--- src/pipibibs_bus_settings.svh ---
// memory map bases, ram address widths and i/o port offsets of the main cpu bus
`ifndef PIPIBIBS_BUS_SETTINGS_SVH
`define PIPIBIBS_BUS_SETTINGS_SVH

// byte addresses of the memory map
`define ROM_TOP      24'h040000 // program rom runs from 0 up to here
`define WRAM_BASE    24'h080000 // matched on bits 23:16
`define PALRAM_BASE  24'h0C0000 // matched on bits 23:12
`define GCU_BASE     24'h140000 // matched on bits 23:16
`define SRAM_BASE    24'h190000 // matched on bits 23:12
`define IO_BASE      24'h19C000 // matched on bits 23:12

// word address widths of the on-board rams
`define WRAM_AW      13
`define PALRAM_AW    11
`define SRAM_AW      11

// cabinet port offsets inside the i/o window
`define IO_DSWA      12'h020
`define IO_DSWB      12'h024
`define IO_JMPR      12'h028
`define IO_SYS       12'h02C
`define IO_IN1       12'h030
`define IO_IN2       12'h034

`endif

--- src/bus_dtack.sv ---
// read data latch and dtack generation for the 68000 bus
`timescale 1ns/1ps
`default_nettype none

module bus_dtack (
    input  wire logic        clk96,
    input  wire logic        reset96,
    input  wire logic        as_n,
    input  wire logic        dev_ready,
    input  wire logic [15:0] dev_rdata,
    input  wire logic        dev_active,
    output logic             dtack_n,
    output logic [15:0]      din
);

    typedef enum logic [1:0] {
        IDLE,
        WAIT,   // device still busy
        ACK     // dtack low, data held
    } state_t;

    state_t state;
    logic   as_q;   // as_n one edge late, lines up release with valid

    always_ff @(posedge clk96 or posedge reset96) begin
        if (reset96) begin
            state   <= IDLE;
            as_q    <= 1'b1;
            dtack_n <= 1'b1;
            din     <= 16'h0000;
        end else begin
            as_q <= as_n;
            case (state)
                IDLE, WAIT: begin
                    if (dev_active && dev_ready) begin
                        state   <= ACK;
                        dtack_n <= 1'b0;
                        din     <= dev_rdata;
                    end else if (dev_active) begin
                        state <= WAIT;
                    end else begin
                        state <= IDLE;
                    end
                end
                ACK: begin
                    if (as_q) begin // strobe gone, cycle over
                        state   <= IDLE;
                        dtack_n <= 1'b1;
                    end
                end
                default: state <= IDLE;
            endcase
        end
    end

endmodule

`default_nettype wire

--- config.mk ---
export PLATFORM = sky130hd
export DESIGN_NAME = bus_dtack
export DESIGN_NICKNAME = d
export VERILOG_FILES = /design/src/pipibibs_bus_settings.svh /design/src/bus_dtack.sv
export SDC_FILE = /design/constraint.sdc
export NUM_CORES = 1
export LEC_CHECK = 0
export BUFFER_PORTS_ARGS = -buffer_cell sky130_fd_sc_hd__buf_4
export CORE_MARGIN = 3
export CORE_UTILIZATION = 25
export CTS_BUF_LIST = sky130_fd_sc_hd__clkbuf_16
export DETAILED_ROUTE_END_ITERATION = 8
export HOLD_SLACK_MARGIN = 0.06
export PLACE_DENSITY = 0.5
export SLEW_MARGIN = 10
export SYNTH_ARGS = -nofsm -noshare
export SYNTH_HDL_FRONTEND = slang
export SYNTH_SLANG_ARGS = --single-unit
export TNS_END_PERCENT = 1
--- constraint.sdc ---
create_clock -name clk96 -period 1.3 [get_ports clk96]
set_input_delay 0.195 -clock clk96 [delete_from_list [all_inputs] [get_ports clk96]]
set_output_delay 0.195 -clock clk96 [all_outputs]
set_load 0.02 [all_outputs]
==> impl_metrics.yaml <==
sta:
  worst_slew_pin_slew_ps: 250.1
  fin_skew_ps: 4.814
  final_max_slew_viol_count: 0
  setup_viol: 0
  hold_viol_final: 0
  fin_ws_ps: 169.1
  timing.hold.ws_ps: 127.1
  fin_crit_sh_pct: 86.99
  tns_ps: 0
  slew_headroom_pct: 83.33
  fin_crit_ps: 1131
  rsz0062_at_grt: "false"
  fmax_mhz: 884.3
setup_path:
  setup.worst_path.end_class: "flop"
  crit_type: "flop to flop"
  crit_fanout: 18
  worstPathRequired_ps: 1430
  startpoint_type: "flop"
  arrival_ps: 1260
placed_design:
  dp.cells: 123
  place_ws_ps: 62.48
  dpl.hpwl_um: 1173
  gp_congestion: 0.6632
  port_buffers: 37
final_layout:
  seqCellArea_um2: 503.0
  antenna_cells: 0
  nets: 110
  finalNonFillerCells: 130
  final_util_pct: 42.63
  drive_gt1_share_pct: 69.32
  area_growth_pct: 57.05
  multi_input_area_um2: 259.0
  fillers: 282
global_route:
  grt_pass1_vias: 534
  gr-total-overflow: 0
  grt_max_degree: 21
  grt_usage_pct: 8.740
  antenna_found_initial: 0
  grt_pass1_wl_um: 2366
floorplan:
  core_um2: 2877
  die_w_um: 61.89
  rows: 19
  pin_count: 38
  die_height_um: 61.89
  die-area_um2: 3830
  start_util_pct: 27.14
yosys:
  netlist.area_leader.share_pct: 57.69
  synth_top_cells_by_count: "dfrtp_1, mux2_2, mux2_4, dfstp_2, inv_1"
  synth.avg_cell_area_um2: 17.74
  synth_cell_types: 11
  async_flop_share_pct: 100.0
  synth-edff-count: 0
  yosysWarnings: 0
  syn_inst: 44
  ys_top_cells_by_area: "dfrtp_1, mux2_4, mux2_2"
  syn-cell-area_um2: 780.7
  yosysTopAreaCell: "dfrtp_1"
  ys_seq_area_share_pct: 64.42
  yosysMostFrequentCell: "dfrtp_1"
  synthFlopType: "dfrtp_1"
  synth_nets: 65
  ys_seq_elements: 20
drt:
  via_per_inst: 4.023
  ant_nets: 0
  routedWlPerCell_um: 12.26
  routed_wl_um: 1594
  drc: 0
  drtIter0Drc: 2
  drtPass1Iterations: 3
  vias: 523
clock_network:
  clock_path_buffers: 2
  clock_sinks: 20
  cts_resized: 0
  cts.clk_slew.worst_paths_ps: 60
  cts_root_buf: "clkbuf_16"
  htreeDepth: 1
  cts-buffers-inserted: 3
  cts_tree: "built"
  clock_latency_ps: 250
outcome:
  status: "finished, final reports clean"
power_and_ir_drop:
  p_leak_nw: 0.6162
  max-vdd-ir-drop_uv: 1183
  p_per_area_nw_per_um2: 1653
min_path:
  hold_class: "input port to flop"
job:
  cap_viol_max_count: 0
logic make-up (layout without fill, tap and decap cells):
family	count (synthesis)	count (layout)	synth area share, %
DFF	20	20	64.42
muxes	16	16	26.92
and+or+nand+nor	3	3	4.488
buffers and inverters	3	47	2.404
AOI/OAI and AO/OA	2	2	1.762
cell usage in the layout, fill, tap and decap left out, drive strengths merged:
| cell | n |
|---|---|
| or2b | 1 |
| o2bb2ai | 1 |
| dlygate4sd3 | 2 |
| nand3b | 1 |
| dfrtp | 18 |
| dfstp | 2 |
| clkinv | 1 |
| o21ai | 1 |
| nor3b | 1 |
| buf | 39 |
| mux2 | 16 |
| inv | 2 |
| clkbuf | 3 |
metal layers:
| metal | vias to the layer above | track usage, % | share of wire, % |
|---|---|---|---|
| met4 | 0 | 1.818 | 0 |
| li1 | 242 | - | - |
| met5 | - | 0 | 0 |
| met2 | 34 | 15.10 | 44 |
| met3 | 0 | 4.959 | 13 |
| met1 | 247 | 9.347 | 42 |
where the power goes:
part | internal, mW | leakage, nW | total (mW) | switching [mW]
logic | 0.324 | 0.343 | 0.588 | 0.265
clock network | 0.409 | 0.0385 | 0.619 | 0.210
registers | 0.753 | 0.235 | 0.819 | 0.0666
total | 1.49 | 0.616 | 2.03 | 0.541
registers in the layout, indices dropped and copies added (netlist names):
name and flops:
din 16, state 2, as_q 1, dtack_n 1
worst paths after layout:
kind / from / end / slack, ps / cells after the start
worst max register to register: state[1] / din[10] / 170 / 3
min in group asynchronous: reset96 / din[15] / 540 / 4
worst max-delay path: state[1] / din[10] / 170 / 3
worst min-delay path: dev_ready / state[0] / 130 / 2
max in group asynchronous: reset96 / dtack_n / 490 / 4
worst min register to register: state[1] / state[0] / 450 / 1
per-stage QoR:
step / cell area (µm²) / power [mW]
floorplan: 780.7 / 1.142
global placement: 1107 / 1.402
detailed placement: 1107 / 1.411
CTS: 1206 / 2.049
global route: 1226 / 2.125
finish: 1226 / 2.026
cell type report:
class                           instances  area share [%]
Inverter                                2          0.6122
Multi-Input combinational cell         21           21.12
Clock inverter                          1          0.3061
Timing Repair Buffer                   41           26.53
Sequential cell                        20           41.02
Tap cell                               42           4.286
Clock buffer                            3           6.122
timing repair:
| action | in CTS | in global routing |
|---|---|---|
| endpoints found under the hold margin | 19 | 0 |
| setup endpoints to repair | 0 | 3 |
| hold buffers | 2 | 0 |
| buffers inserted | 0 | 1 |
worst max-delay path: stages (launching register included):
cell and delay [ps]:
dfrtp_1 380, nand3b_4 160, buf_12 160, mux2_4 300
No activity file was read; power rests on OpenSTA's default activity.
