### src/pipibibs_bus_settings.svh
// memory map bases, ram address widths and i/o port offsets of the main cpu bus
`ifndef PIPIBIBS_BUS_SETTINGS_SVH
`define PIPIBIBS_BUS_SETTINGS_SVH

// byte addresses of the memory map
`define ROM_TOP      24'h040000 // program rom runs from 0 up to here
`define WRAM_BASE    24'h080000 // matched on bits 23:16
`define PALRAM_BASE  24'h0C0000 // matched on bits 23:12
`define GCU_BASE     24'h140000 // matched on bits 23:16
`define SRAM_BASE    24'h190000 // matched on bits 23:12
`define IO_BASE      24'h19C000 // matched on bits 23:12

// word address widths of the on-board rams
`define WRAM_AW      13
`define PALRAM_AW    11
`define SRAM_AW      11

// cabinet port offsets inside the i/o window
`define IO_DSWA      12'h020
`define IO_DSWB      12'h024
`define IO_JMPR      12'h028
`define IO_SYS       12'h02C
`define IO_IN1       12'h030
`define IO_IN2       12'h034

`endif

### src/pipibibs_bus_pkg.sv
// package with the bus region and gcu operation types
`default_nettype none

package pipibibs_bus_pkg;

    // which device a decoded access goes to
    typedef enum logic [2:0] {
        ROM,
        WRAM,
        SRAM,
        PALRAM,
        GCU,
        IO,
        NONE    // nothing on the map, reads as zero
    } region_t;

    // one level per gcu operation, NOP when nothing is requested
    typedef enum logic [2:0] {
        NOP,
        SET_RAM_PTR,
        READ_RAM_H,
        READ_RAM_L,
        WRITE_RAM,
        SELECT_REG,
        WRITE_REG
    } gcu_op_t;

endpackage

`default_nettype wire

### src/cpu_req_if.sv
// interface for a decoded cpu access between the decode and device stages
`timescale 1ns/1ps
`default_nettype none

interface cpu_req_if;
    import pipibibs_bus_pkg::*;

    logic          valid;   // access in flight
    region_t       region;
    logic [23:1]   addr;    // word address
    logic          rw;      // 1 = read
    logic          uds_n;
    logic          lds_n;
    logic [15:0]   wdata;

    // decode side
    modport src (
        output valid, region, addr, rw, uds_n, lds_n, wdata
    );

    // device side
    modport dst (
        input valid, region, addr, rw, uds_n, lds_n, wdata
    );

endinterface

`default_nettype wire

### src/bus_decode.sv
// registered address decode of the strobed cpu access
`timescale 1ns/1ps
`default_nettype none
`include "pipibibs_bus_settings.svh"

module bus_decode (
    input  wire logic        clk96,
    input  wire logic        reset96,
    input  wire logic        as_n,
    input  wire logic        uds_n,
    input  wire logic        lds_n,
    input  wire logic        rw,
    input  wire logic [23:1] addr,
    input  wire logic [15:0] wdata,
    cpu_req_if.src           req
);
    import pipibibs_bus_pkg::*;

    localparam logic [23:0] rom_top     = `ROM_TOP;
    localparam logic [23:0] wram_base   = `WRAM_BASE;
    localparam logic [23:0] palram_base = `PALRAM_BASE;
    localparam logic [23:0] gcu_base    = `GCU_BASE;
    localparam logic [23:0] sram_base   = `SRAM_BASE;
    localparam logic [23:0] io_base     = `IO_BASE;

    logic [23:0] byte_addr;
    region_t     hit;
    logic        strobe;    // as_n was low at the last edge

    assign byte_addr = {addr, 1'b0}; // easier to read against the map

    always_comb begin
        if (byte_addr < rom_top)                         hit = ROM;
        else if (byte_addr[23:16] == wram_base[23:16])   hit = WRAM;
        else if (byte_addr[23:12] == palram_base[23:12]) hit = PALRAM;
        else if (byte_addr[23:16] == gcu_base[23:16])    hit = GCU;
        else if (byte_addr[23:12] == sram_base[23:12])   hit = SRAM;
        else if (byte_addr[23:12] == io_base[23:12])     hit = IO;
        else                                             hit = NONE;
    end

    // region follows the strobe, valid trails it by one edge
    always_ff @(posedge clk96 or posedge reset96) begin
        if (reset96) begin
            strobe     <= 1'b0;
            req.valid  <= 1'b0;
            req.region <= NONE;
        end else begin
            strobe     <= ~as_n;
            req.valid  <= strobe;
            req.region <= as_n ? NONE : hit;
        end
    end

    // access details, qualified by valid downstream
    always_ff @(posedge clk96) begin
        if (!as_n) begin
            req.addr  <= addr;
            req.rw    <= rw;
            req.uds_n <= uds_n;
            req.lds_n <= lds_n;
            req.wdata <= wdata;
        end
    end

endmodule

`default_nettype wire

### src/flat_wrapper.sv
// flat-port wrapper written by rule: the top's interface ports become plain ports
module bus_decode_flat import pipibibs_bus_pkg::*;
  (clk96, reset96, as_n, uds_n, lds_n, rw, addr, wdata, req_valid, req_region, req_addr, req_rw, req_uds_n, req_lds_n, req_wdata);
  cpu_req_if req_i ();
  input  wire logic clk96;
  input  wire logic reset96;
  input  wire logic as_n;
  input  wire logic uds_n;
  input  wire logic lds_n;
  input  wire logic rw;
  input  wire logic [23:1] addr;
  input  wire logic [15:0] wdata;
  output wire logic [$bits(req_i.valid)-1:0] req_valid;
  output wire logic [$bits(req_i.region)-1:0] req_region;
  output wire logic [$bits(req_i.addr)-1:0] req_addr;
  output wire logic [$bits(req_i.rw)-1:0] req_rw;
  output wire logic [$bits(req_i.uds_n)-1:0] req_uds_n;
  output wire logic [$bits(req_i.lds_n)-1:0] req_lds_n;
  output wire logic [$bits(req_i.wdata)-1:0] req_wdata;
  assign req_valid = req_i.valid;
  assign req_region = req_i.region;
  assign req_addr = req_i.addr;
  assign req_rw = req_i.rw;
  assign req_uds_n = req_i.uds_n;
  assign req_lds_n = req_i.lds_n;
  assign req_wdata = req_i.wdata;
  bus_decode u_core (.clk96(clk96), .reset96(reset96), .as_n(as_n), .uds_n(uds_n), .lds_n(lds_n), .rw(rw), .addr(addr), .wdata(wdata), .req(req_i));
endmodule
### config.mk
export PLATFORM = sky130hd
export DESIGN_NAME = bus_decode_flat
export DESIGN_NICKNAME = d
export VERILOG_FILES = /design/src/pipibibs_bus_pkg.sv /design/src/cpu_req_if.sv /design/src/bus_decode.sv /design/src/flat_wrapper.sv
export VERILOG_INCLUDE_DIRS = /design/src
export SDC_FILE = /design/constraint.sdc
export NUM_CORES = 1
export LEC_CHECK = 0
export BUFFER_PORTS_ARGS = -buffer_cell sky130_fd_sc_hd__buf_2
export CORE_MARGIN = 3
export CORE_UTILIZATION = 38
export DETAILED_ROUTE_END_ITERATION = 10
export PLACE_DENSITY = 0.71
export SYNTH_ARGS = -nofsm -noshare
export SYNTH_HDL_FRONTEND = slang
export SYNTH_SLANG_ARGS = --single-unit
### constraint.sdc
create_clock -name clk96 -period 0.8 [get_ports clk96]
set_input_delay 0.04 -clock clk96 [delete_from_list [all_inputs] [get_ports clk96]]
set_output_delay 0.04 -clock clk96 [all_outputs]
set_load 0.005 [all_outputs]
==> results.ini, run 1 <==
[outcome]
status=complete, but fails checks
violations=setup timing

[worst_setup_path]
arrival_ps=910
end_kind=primary output
path_max_fanout=1
max_stage_delay_ps=530
worstReg2RegEnd=u_core.req.valid
rrSetupSlack_ps=330
path_class=flop to primary output
reg2reg_depth=0
crit_slowest_cell=dfstp_2
startpoint_type=flop
r2r_start=u_core.strobe
crit_chain=buf_6
cp_top_family=flip-flops
required_ps=760
worst-path-buf-inv=1

[logic_synthesis]
synth_area_sq_mm=0.001523
ys_top_cells_by_area=edfxtp_1, dfrtp_1, dfstp_2, a2111oi_2, nor4_1
avgSynthCellArea_sq_um=23.07
syn_nets=111
synth_top_area_share_pct=82.83
synthCells=66
synth-seq-cells=47
yosysTopAreaCell=edfxtp_1
ys_types=18
ys_seq_area_share_pct=91.21
yosys_warnings=0

[sta]
maxSlewHeadroom_pct=79.53
fin_crit_sh_pct=118.5
slew_violations=0
fmax_mhz=1055
worstMarginPinSlew_ps=304.7
fin_crit_ps=948.0
rsz0062_at_grt=yes
skew_ps=0.002470
finalHoldViolations=0
fin_ws_ps=-148.0
setup_violations=47
holdWs_ps=46.60

[cells_and_area]
final_util_pct=70.64
final_common_cell=buf_2
n_fill_cell=251
syn2layout_area_growth_pct=74.94
nets=254
design_area_sq_mm=0.002664
drive_gt1_share_pct=55.71
final_cell_mix=buf_2, edfxtp_1, dlygate4sd3_1, buf_4
fin_cells=258
antenna_cells=0

[cts]
cts_made_buffers=5
cts-root-buf=clkbuf_8
clockBufferDepth=2
cts_max_level=2
cts.sinks=47
clkTransAtPathRegs_ps=80
clkLatencyLatePin_ps=290
cts_tree=done

[routing]
drt-total-wl_mm=3.868
post_drt_wl_per_cell_um=14.99
wl_met1_mm=1.584
dr.max_layer_used=met4
via_per_inst=4.609
wl_met2_mm=1.793
wl_met3_um=455
first_iter_violations=49
ant_nets=0
vias=1189
drc=0
drt_pre_antenna_iters=4

[placement]
portBuffers=90
hpwl_mm=2.720
placedCellCount=215
place_area_sq_mm=0.002170
place_congestion=0.8359

[min_path]
hold_depth=2
hold_end=u_core.req.addr[15]
hp-start=addr[15]
hp-class=primary input to flop

[grt]
antenna_found_initial=0
grt_pass1_wl_mm=6.099
overflow=0
grt_pass1_vias=1239
grt_max_degree=27
track_usage_pct=16.45

[power_and_ir_drop]
p_per_area_mw_per_mm2=1836
ir_worst_vdd_uv=1230
power.total_w=0.004890
p_leak_nw=1.149

[floorplan]
die_w_um=69.30
start_util_pct=40.38
ios=91
coreArea_sq_mm=0.003771
dieArea_sq_mm=0.004802
die_h_um=69.30
rows=22

[job]
drv_cap=0

[final cells by class]
class	count	area, sq um	area share, %
inverter	3	15.01	0.5636
clock inverter	2	12.51	0.4697
multi-input combinational	16	175.2	6.576
timing repair buffer	136	939.7	35.27
tap	48	60.06	2.255
clock buffer	6	72.57	2.724
sequential	47	1389	52.14
[registers in the layout, indices dropped and copies added (netlist names)]
name,count
u_core.req.addr,23
u_core.req.lds_n,1
u_core.req.region,3
u_core.req.rw,1
u_core.req.uds_n,1
u_core.req.valid,1
u_core.req.wdata,16
u_core.strobe,1
[cell families after synthesis]
kind of cell           synth area share, %
AO/OA/AOI/OAI                        3.533
buffers and inverters               0.7395
flip-flops                           91.21
AND/OR/NAND/NOR                      4.520
[per-stage QoR]
step	TNS (ps)	setup WS [ps]
2_1_floorplan	-8842	-267.8
3_3_place_gp	-1072	-401.4
3_5_place_dp	-1273	-532.8
4_1_cts	-2356	-158.1
5_1_grt	-3933	-188.0
6_report	-1864	-148.0
[where the power goes]
group | total, W | internal [W] | leakage [nW] | switching [W]
Combinational | 0.000628 | 0.000371 | 0.638 | 0.000257
Clock | 0.00135 | 0.000611 | 0.0412 | 0.000736
Sequential | 0.00292 | 0.00287 | 0.469 | 0.0000458
Total | 0.00489 | 0.00385 | 1.15 | 0.00104
[synthesized netlist by cell type, drive strengths merged]
cell type	instances
o21ai	1
or4b	1
dfrtp	3
dfstp	2
nand3b	1
edfxtp	42
nand4b	1
o31ai	1
o21a	1
nand2	1
a2111oi	2
inv	3
or4	1
nor3	2
nor4	2
o211a	1
or3b	1
[worst max path at each step]
stage	to	slack [ps]	startpoint	cells past startpoint
6_report	req_region[1]	-150	u_core.req.region[1]	1
2_1_floorplan	u_core.req.region[0]	-270	addr[15]	3
4_1_cts	req_region[1]	-160	u_core.req.region[1]	1
3_5_place_dp	u_core.req.region[2]	-530	addr[17]	4
5_1_grt	req_region[2]	-190	u_core.req.region[2]	1
3_3_place_gp	u_core.req.region[0]	-400	addr[15]	4
[routing by layer]
layer / global-route usage, % / vias to the layer above
met1: 20.08 / 555
met2: 24.89 / 74
met3: 8.696 / 6
li1: - / 554
met4: 5.857 / 0
met5: 0 / -
[what timing repair did]
action                                 CTS  global route
gates resized for setup                  8             3
setup endpoints to repair               49            49
setup buffers                            0             0
pin swaps                                0             1
hold buffers                            35             0
endpoints found under the hold margin   39             0
No activity file was read; power rests on OpenSTA's default activity.
==> inputs of run 2 (changes only) <==
--- a/config.mk
+++ b/config.mk
@@ -11,6 +11,8 @@
 export CORE_UTILIZATION = 38
 export DETAILED_ROUTE_END_ITERATION = 10
 export PLACE_DENSITY = 0.71
+export SETUP_SLACK_MARGIN = 0.4
+export SKIP_CTS_REPAIR_TIMING = 1
 export SYNTH_ARGS = -nofsm -noshare
 export SYNTH_HDL_FRONTEND = slang
 export SYNTH_SLANG_ARGS = --single-unit
==> run 2 against run 1 <==
- the run ends with hold timing, setup timing left
- clock skew hardly changed
- sequential share of layout area increased by 4.7 points
- flip-flop and latch count stayed put
- total power decreased by 1.4%
- critical path type unchanged
- combinational power shrank 11%
- core utilization shrank 5.8 points
- via count down 8.1%
- final area shrank 8.3%
- register-to-register slack is essentially flat
- critical path depth unchanged
- die area stayed put
==> results.ini, run 2 (synthesis results as in run 1) <==
[floorplan]
die_h_um=69.30  ; unchanged
coreArea_sq_mm=0.003771  ; unchanged
ios=91  ; unchanged
start_util_pct=40.38  ; unchanged
dieArea_sq_mm=0.004802  ; unchanged
die_w_um=69.30  ; unchanged
rows=22  ; unchanged

[sta]
finalHoldViolations=39  ; was 0
rsz0062_at_grt=yes  ; unchanged
fin_tns_setup_ps=-1754  ; was -1864 ps
worstMarginPinSlew_ps=287.1  ; was 304.7 ps
fin_crit_sh_pct=118.1  ; was 118.5%
slew_violations=0  ; unchanged
fin_ws_ps=-144.4  ; was -148.0 ps
maxSlewHeadroom_pct=80.68  ; was 79.53%
setup_violations=48  ; was 47
skew_ps=0.01188  ; was 0.002470 ps
fmax_mhz=1059  ; was 1055 MHz
holdWs_ps=-367.2  ; was 46.60 ps
fin_crit_ps=944.4  ; was 948.0 ps

[grt]
overflow=0  ; unchanged
antenna_found_initial=0  ; unchanged
grt_pass1_vias=1063  ; was 1239
grt_max_degree=27  ; unchanged
track_usage_pct=14.60  ; was 16.45%
grt_pass1_wl_mm=5.285  ; was 6.099 mm

[cells_and_area]
register_area_sq_mm=0.001389  ; unchanged
design_area_sq_mm=0.002444  ; was 0.002664 sq mm
nets=225  ; was 254
antenna_cells=0  ; unchanged
largest_reg_flops=23  ; unchanged
reg_top3=u_core.req.addr x23, u_core.req.wdata x16, u_core.req.region x3  ; unchanged
drive_gt1_share_pct=67.96  ; was 55.71%
multi_input_area_sq_um=172.7  ; was 175.2 sq um
final_common_cell=buf_2  ; unchanged
n_fill_cell=278  ; was 251
largest_register=u_core.req.addr  ; unchanged
syn2layout_area_growth_pct=60.48  ; was 74.94%
final_cell_mix=buf_2, edfxtp_1, buf_4, clkbuf_8, clkbuf_16  ; was buf_2, edfxtp_1, dlygate4sd3_1, buf_4

[cts]
cts_tree=done  ; unchanged
cts-root-buf=clkbuf_8  ; unchanged
cts.sinks=47  ; unchanged
clkTransAtPathRegs_ps=70  ; was 80 ps
cts_max_level=2  ; unchanged
cts_made_buffers=5  ; unchanged
clockBufferDepth=2  ; unchanged
clkLatencyLatePin_ps=280  ; was 290 ps

[job]
drv_cap=0  ; unchanged

[routing]
drt_pre_antenna_iters=4  ; unchanged
ant_nets=0  ; unchanged
drc=0  ; unchanged
drt-total-wl_mm=3.691  ; was 3.868 mm
via_per_inst=4.773  ; was 4.609
post_drt_wl_per_cell_um=16.12  ; was 14.99 um
vias=1093  ; was 1189
first_iter_violations=41  ; was 49

[outcome]
violations=hold timing, setup timing  ; was setup timing
status=complete, but fails checks  ; unchanged

[placement]
portBuffers=90  ; unchanged
place_area_sq_mm=0.002170  ; unchanged
place_congestion=0.8359  ; unchanged
hpwl_mm=2.720  ; unchanged

[worst_setup_path]
r2r_start=u_core.strobe  ; unchanged
end_kind=primary output  ; unchanged
required_ps=760  ; about the same
worst-path-buf-inv=1  ; unchanged
startpoint_type=flop  ; unchanged
crit_slowest_cell=dfstp_2  ; unchanged
max_stage_delay_ps=530  ; about the same
cp_top_family=flip-flops  ; unchanged
arrival_ps=900  ; was 910 ps
path_max_fanout=1  ; unchanged
cp-startpoint=u_core.req.region[1]  ; unchanged
path_class=flop to primary output  ; unchanged
crit_chain=buf_6  ; unchanged

[power_and_ir_drop]
ir_worst_vdd_uv=1190  ; was 1230 uV
power.total_w=0.004820  ; was 0.004890 W
p_leak_nw=1.067  ; was 1.149 nW
p_per_area_mw_per_mm2=1973  ; was 1836 mW/mm^2

[min_path]
hp-class=primary input to async pin  ; was primary input to flop

## run 2: path summary, 6_finish.rpt
| kind | end | slack [ps] | cells past startpoint |
|---|---|---|---|
| worst max-delay path | req_region[1] | -140 | 1 |
| worst min-delay path | u_core.req.valid | -370 | 2 |
| worst max register to register | u_core.req.valid | 320 | 0 |
| worst min register to register | u_core.req.valid | 360 | 0 |
| max in group asynchronous | u_core.req.region[2] | 930 | 2 |
| min in group clk96 | u_core.req.wdata[11] | -80 | 1 |
## run 2: per-layer routing
layer	vias up	track usage (%)	wire length, um
li1	498	-	-
met1	517	17.39	1472
met2	74	21.40	1715
met3	4	8.841	472
met4	0	5.857	30
met5	-	0	0
## run 2: area by class of cell
class,count,area share (%)
clock buffers,6,2.970
clock inverters,2,0.5120
inverters,3,0.6144
multi-input cells,16,7.066
flip-flops and latches,47,56.84
well taps,48,2.458
repair buffers,107,29.54
## run 2: metrics by stage
stage	hold slack, ps	utilization (%)	setup WS (ps)	instances
6_report	-367.2	64.80	-144.4	229
5_1_grt	-361.8	64.80	-188.4	229
4_1_cts	-369.3	59.79	-221.1	223
3_5_place_dp	-50.04	57.53	-532.8	215
3_3_place_gp	-58.92	57.53	-401.4	215
2_1_floorplan	-182.9	-	-267.8	66
## run 2: report_power, final
group | switching (W) | internal (W)
combinational | 0.000245 | 0.000317
sequential | 0.0000434 | 0.00287
clock | 0.000734 | 0.000611
==> inputs of run 3 (changes only) <==
==> constraint.sdc (replaced) <==
create_clock -name clk96 -period 0.8 [get_ports clk96]
set_input_delay 0.04 -clock clk96 [delete_from_list [all_inputs] [get_ports clk96]]
set_output_delay 0.04 -clock clk96 [all_outputs]
set_load 0.02 [all_outputs]
==> run 3 against run 2 <==
- the flow still finishes with violations (hold timing, setup timing)
- final area grew 6.7%
- worst setup slack lost 25 ps
- die area is the same
- critical endpoint unchanged
- critical path type unchanged
==> results.ini, run 3 (synthesis results as in run 1) <==
[power_and_ir_drop]
power_switching_w=0.001247  ; was 0.001022 W
netSwitchingFraction_pct=24.15  ; was 21.21%
p_per_area_mw_per_mm2=1982  ; was 1973 mW/mm^2
p_comb_share_pct=17.0  ; was 11.7%
intPower_w=0.003918  ; was 0.003798 W
p_leak_nw=1.120  ; was 1.067 nW
seqPwrFrac_pct=57.0  ; was 60.5%
ir_worst_vdd_uv=1254  ; was 1190 uV
power_frac_clock_pct=26.1  ; was 27.9%
power.total_w=0.005166  ; was 0.004820 W

[sta]
skew_ps=0.02948  ; was 0.01188 ps
fmax_mhz=1032  ; was 1059 MHz
finalHoldViolations=39  ; unchanged
slew_violations=0  ; unchanged
fin_crit_sh_pct=121.2  ; was 118.1%
holdWs_ps=-365.2  ; was -367.2 ps
rsz0062_at_grt=yes  ; unchanged
setup_violations=48  ; unchanged
worstMarginPinSlew_ps=307.7  ; was 287.1 ps
fin_ws_ps=-169.3  ; was -144.4 ps
fin_crit_ps=969.3  ; was 944.4 ps
maxSlewHeadroom_pct=79.30  ; was 80.68%

[floorplan]
coreArea_sq_mm=0.003771  ; unchanged
rows=22  ; unchanged
start_util_pct=40.38  ; unchanged
ios=91  ; unchanged
die_h_um=69.30  ; unchanged
dieArea_sq_mm=0.004802  ; unchanged
die_w_um=69.30  ; unchanged

[worst_setup_path]
worstReg2RegEnd=u_core.req.valid  ; unchanged
r2r_start=u_core.strobe  ; unchanged
max_stage_delay_ps=530  ; about the same
reg2reg_depth=0  ; unchanged
crit_slowest_cell=dfstp_2  ; unchanged
startpoint_type=flop  ; unchanged
path_depth=1  ; unchanged
path_class=flop to primary output  ; unchanged
rrSetupSlack_ps=330  ; was 320 ps
cp_top_family=flip-flops  ; unchanged
end_kind=primary output  ; unchanged
required_ps=760  ; about the same
worst-path-buf-inv=1  ; unchanged
crit_chain=buf_6  ; unchanged
path_max_fanout=1  ; unchanged
arrival_ps=930  ; was 900 ps

[grt]
track_usage_pct=14.60  ; unchanged
overflow=0  ; unchanged
grt_max_degree=27  ; unchanged
antenna_found_initial=0  ; unchanged
grt_pass1_vias=1063  ; unchanged
grt_pass1_wl_mm=5.285  ; unchanged

[cts]
cts-root-buf=clkbuf_8  ; unchanged
clkLatencyLatePin_ps=290  ; was 280 ps
cts_made_buffers=5  ; unchanged
cts_max_level=2  ; unchanged
cts.sinks=47  ; unchanged
clockBufferDepth=2  ; unchanged
clkTransAtPathRegs_ps=80  ; was 70 ps
cts_tree=done  ; unchanged

[placement]
place_area_sq_mm=0.002170  ; unchanged
placedCellCount=215  ; unchanged
place_congestion=0.8359  ; unchanged
portBuffers=90  ; unchanged
hpwl_mm=2.720  ; unchanged
place_ws_ps=-532.8  ; unchanged

[cells_and_area]
largest_reg_flops=23  ; unchanged
nets=225  ; unchanged
fin_cells=229  ; unchanged
design_area_sq_mm=0.002606  ; was 0.002444 sq mm
final_cell_mix=buf_2, edfxtp_1, buf_6, buf_4, clkbuf_8  ; was buf_2, edfxtp_1, buf_4, clkbuf_8, clkbuf_16
reg_top3=u_core.req.addr x23, u_core.req.wdata x16, u_core.req.region x3  ; unchanged
drive_gt1_share_pct=67.96  ; unchanged
antenna_cells=0  ; unchanged
syn2layout_area_growth_pct=71.16  ; was 60.48%
final_util_pct=69.11  ; was 64.80%
largest_register=u_core.req.addr  ; unchanged
final_common_cell=buf_2  ; unchanged

[routing]
vias=1084  ; was 1093
drt-total-wl_mm=3.937  ; was 3.691 mm
post_drt_wl_per_cell_um=17.19  ; was 16.12 um
first_iter_violations=50  ; was 41
drt_pre_antenna_iters=4  ; unchanged
ant_nets=0  ; unchanged
via_per_inst=4.734  ; was 4.773
drc=0  ; unchanged

[min_path]
hp-class=primary input to async pin  ; unchanged

[outcome]
status=complete, but fails checks  ; unchanged
violations=hold timing, setup timing  ; unchanged

[job]
drv_cap=0  ; unchanged

-- run 3: worst max-delay path by stage --
stage,from,endpoint,slack [ps]
floorplan,addr[15],u_core.req.region[0],-270
global placement,addr[15],u_core.req.region[0],-400
detailed placement,addr[17],u_core.req.region[2],-530
CTS,addr[17],u_core.req.region[2],-220
global route,u_core.req.region[2],req_region[2],-210
finish,u_core.req.region[1],req_region[1],-170
-- run 3: metrics by stage --
stage / setup TNS (ps) / hold slack, ps
finish: -3333 / -365.2
global route: -5425 / -361.8
CTS: -4083 / -369.3
detailed placement: -1273 / -50.04
global placement: -1072 / -58.92
floorplan: -8842 / -182.9
-- run 3: power by group through the flow --
stage,combinational (W),clock (W),sequential (W)
floorplan,0.0000595,0,0.00321
global placement,0.000657,0,0.00296
detailed placement,0.000676,0,0.00297
CTS,0.000676,0.00138,0.00292
global route,0.000922,0.00150,0.00296
finish,0.000876,0.00135,0.00294
-- run 3: metal layers --
layer | global-route usage [%] | vias up | part of all wire (%) | wire, um
met5 | 0 | - | 0 | 0
met4 | 5.857 | 0 | 0.74 | 29
met3 | 8.841 | 4 | 11 | 424
met2 | 21.40 | 73 | 50 | 1963
met1 | 17.39 | 512 | 39 | 1519
li1 | - | 495 | - | -
-- run 3: cell type report --
| type | count | area [sq um] |
|---|---|---|
| Fill cell | 252 | 1165 |
| Inverter | 3 | 15.01 |
| Clock buffer | 6 | 72.57 |
| Tap cell | 48 | 60.06 |
| Clock inverter | 2 | 12.51 |
| Sequential cell | 47 | 1389 |
| Multi-Input combinational cell | 16 | 172.7 |
| Timing Repair Buffer | 107 | 884.6 |
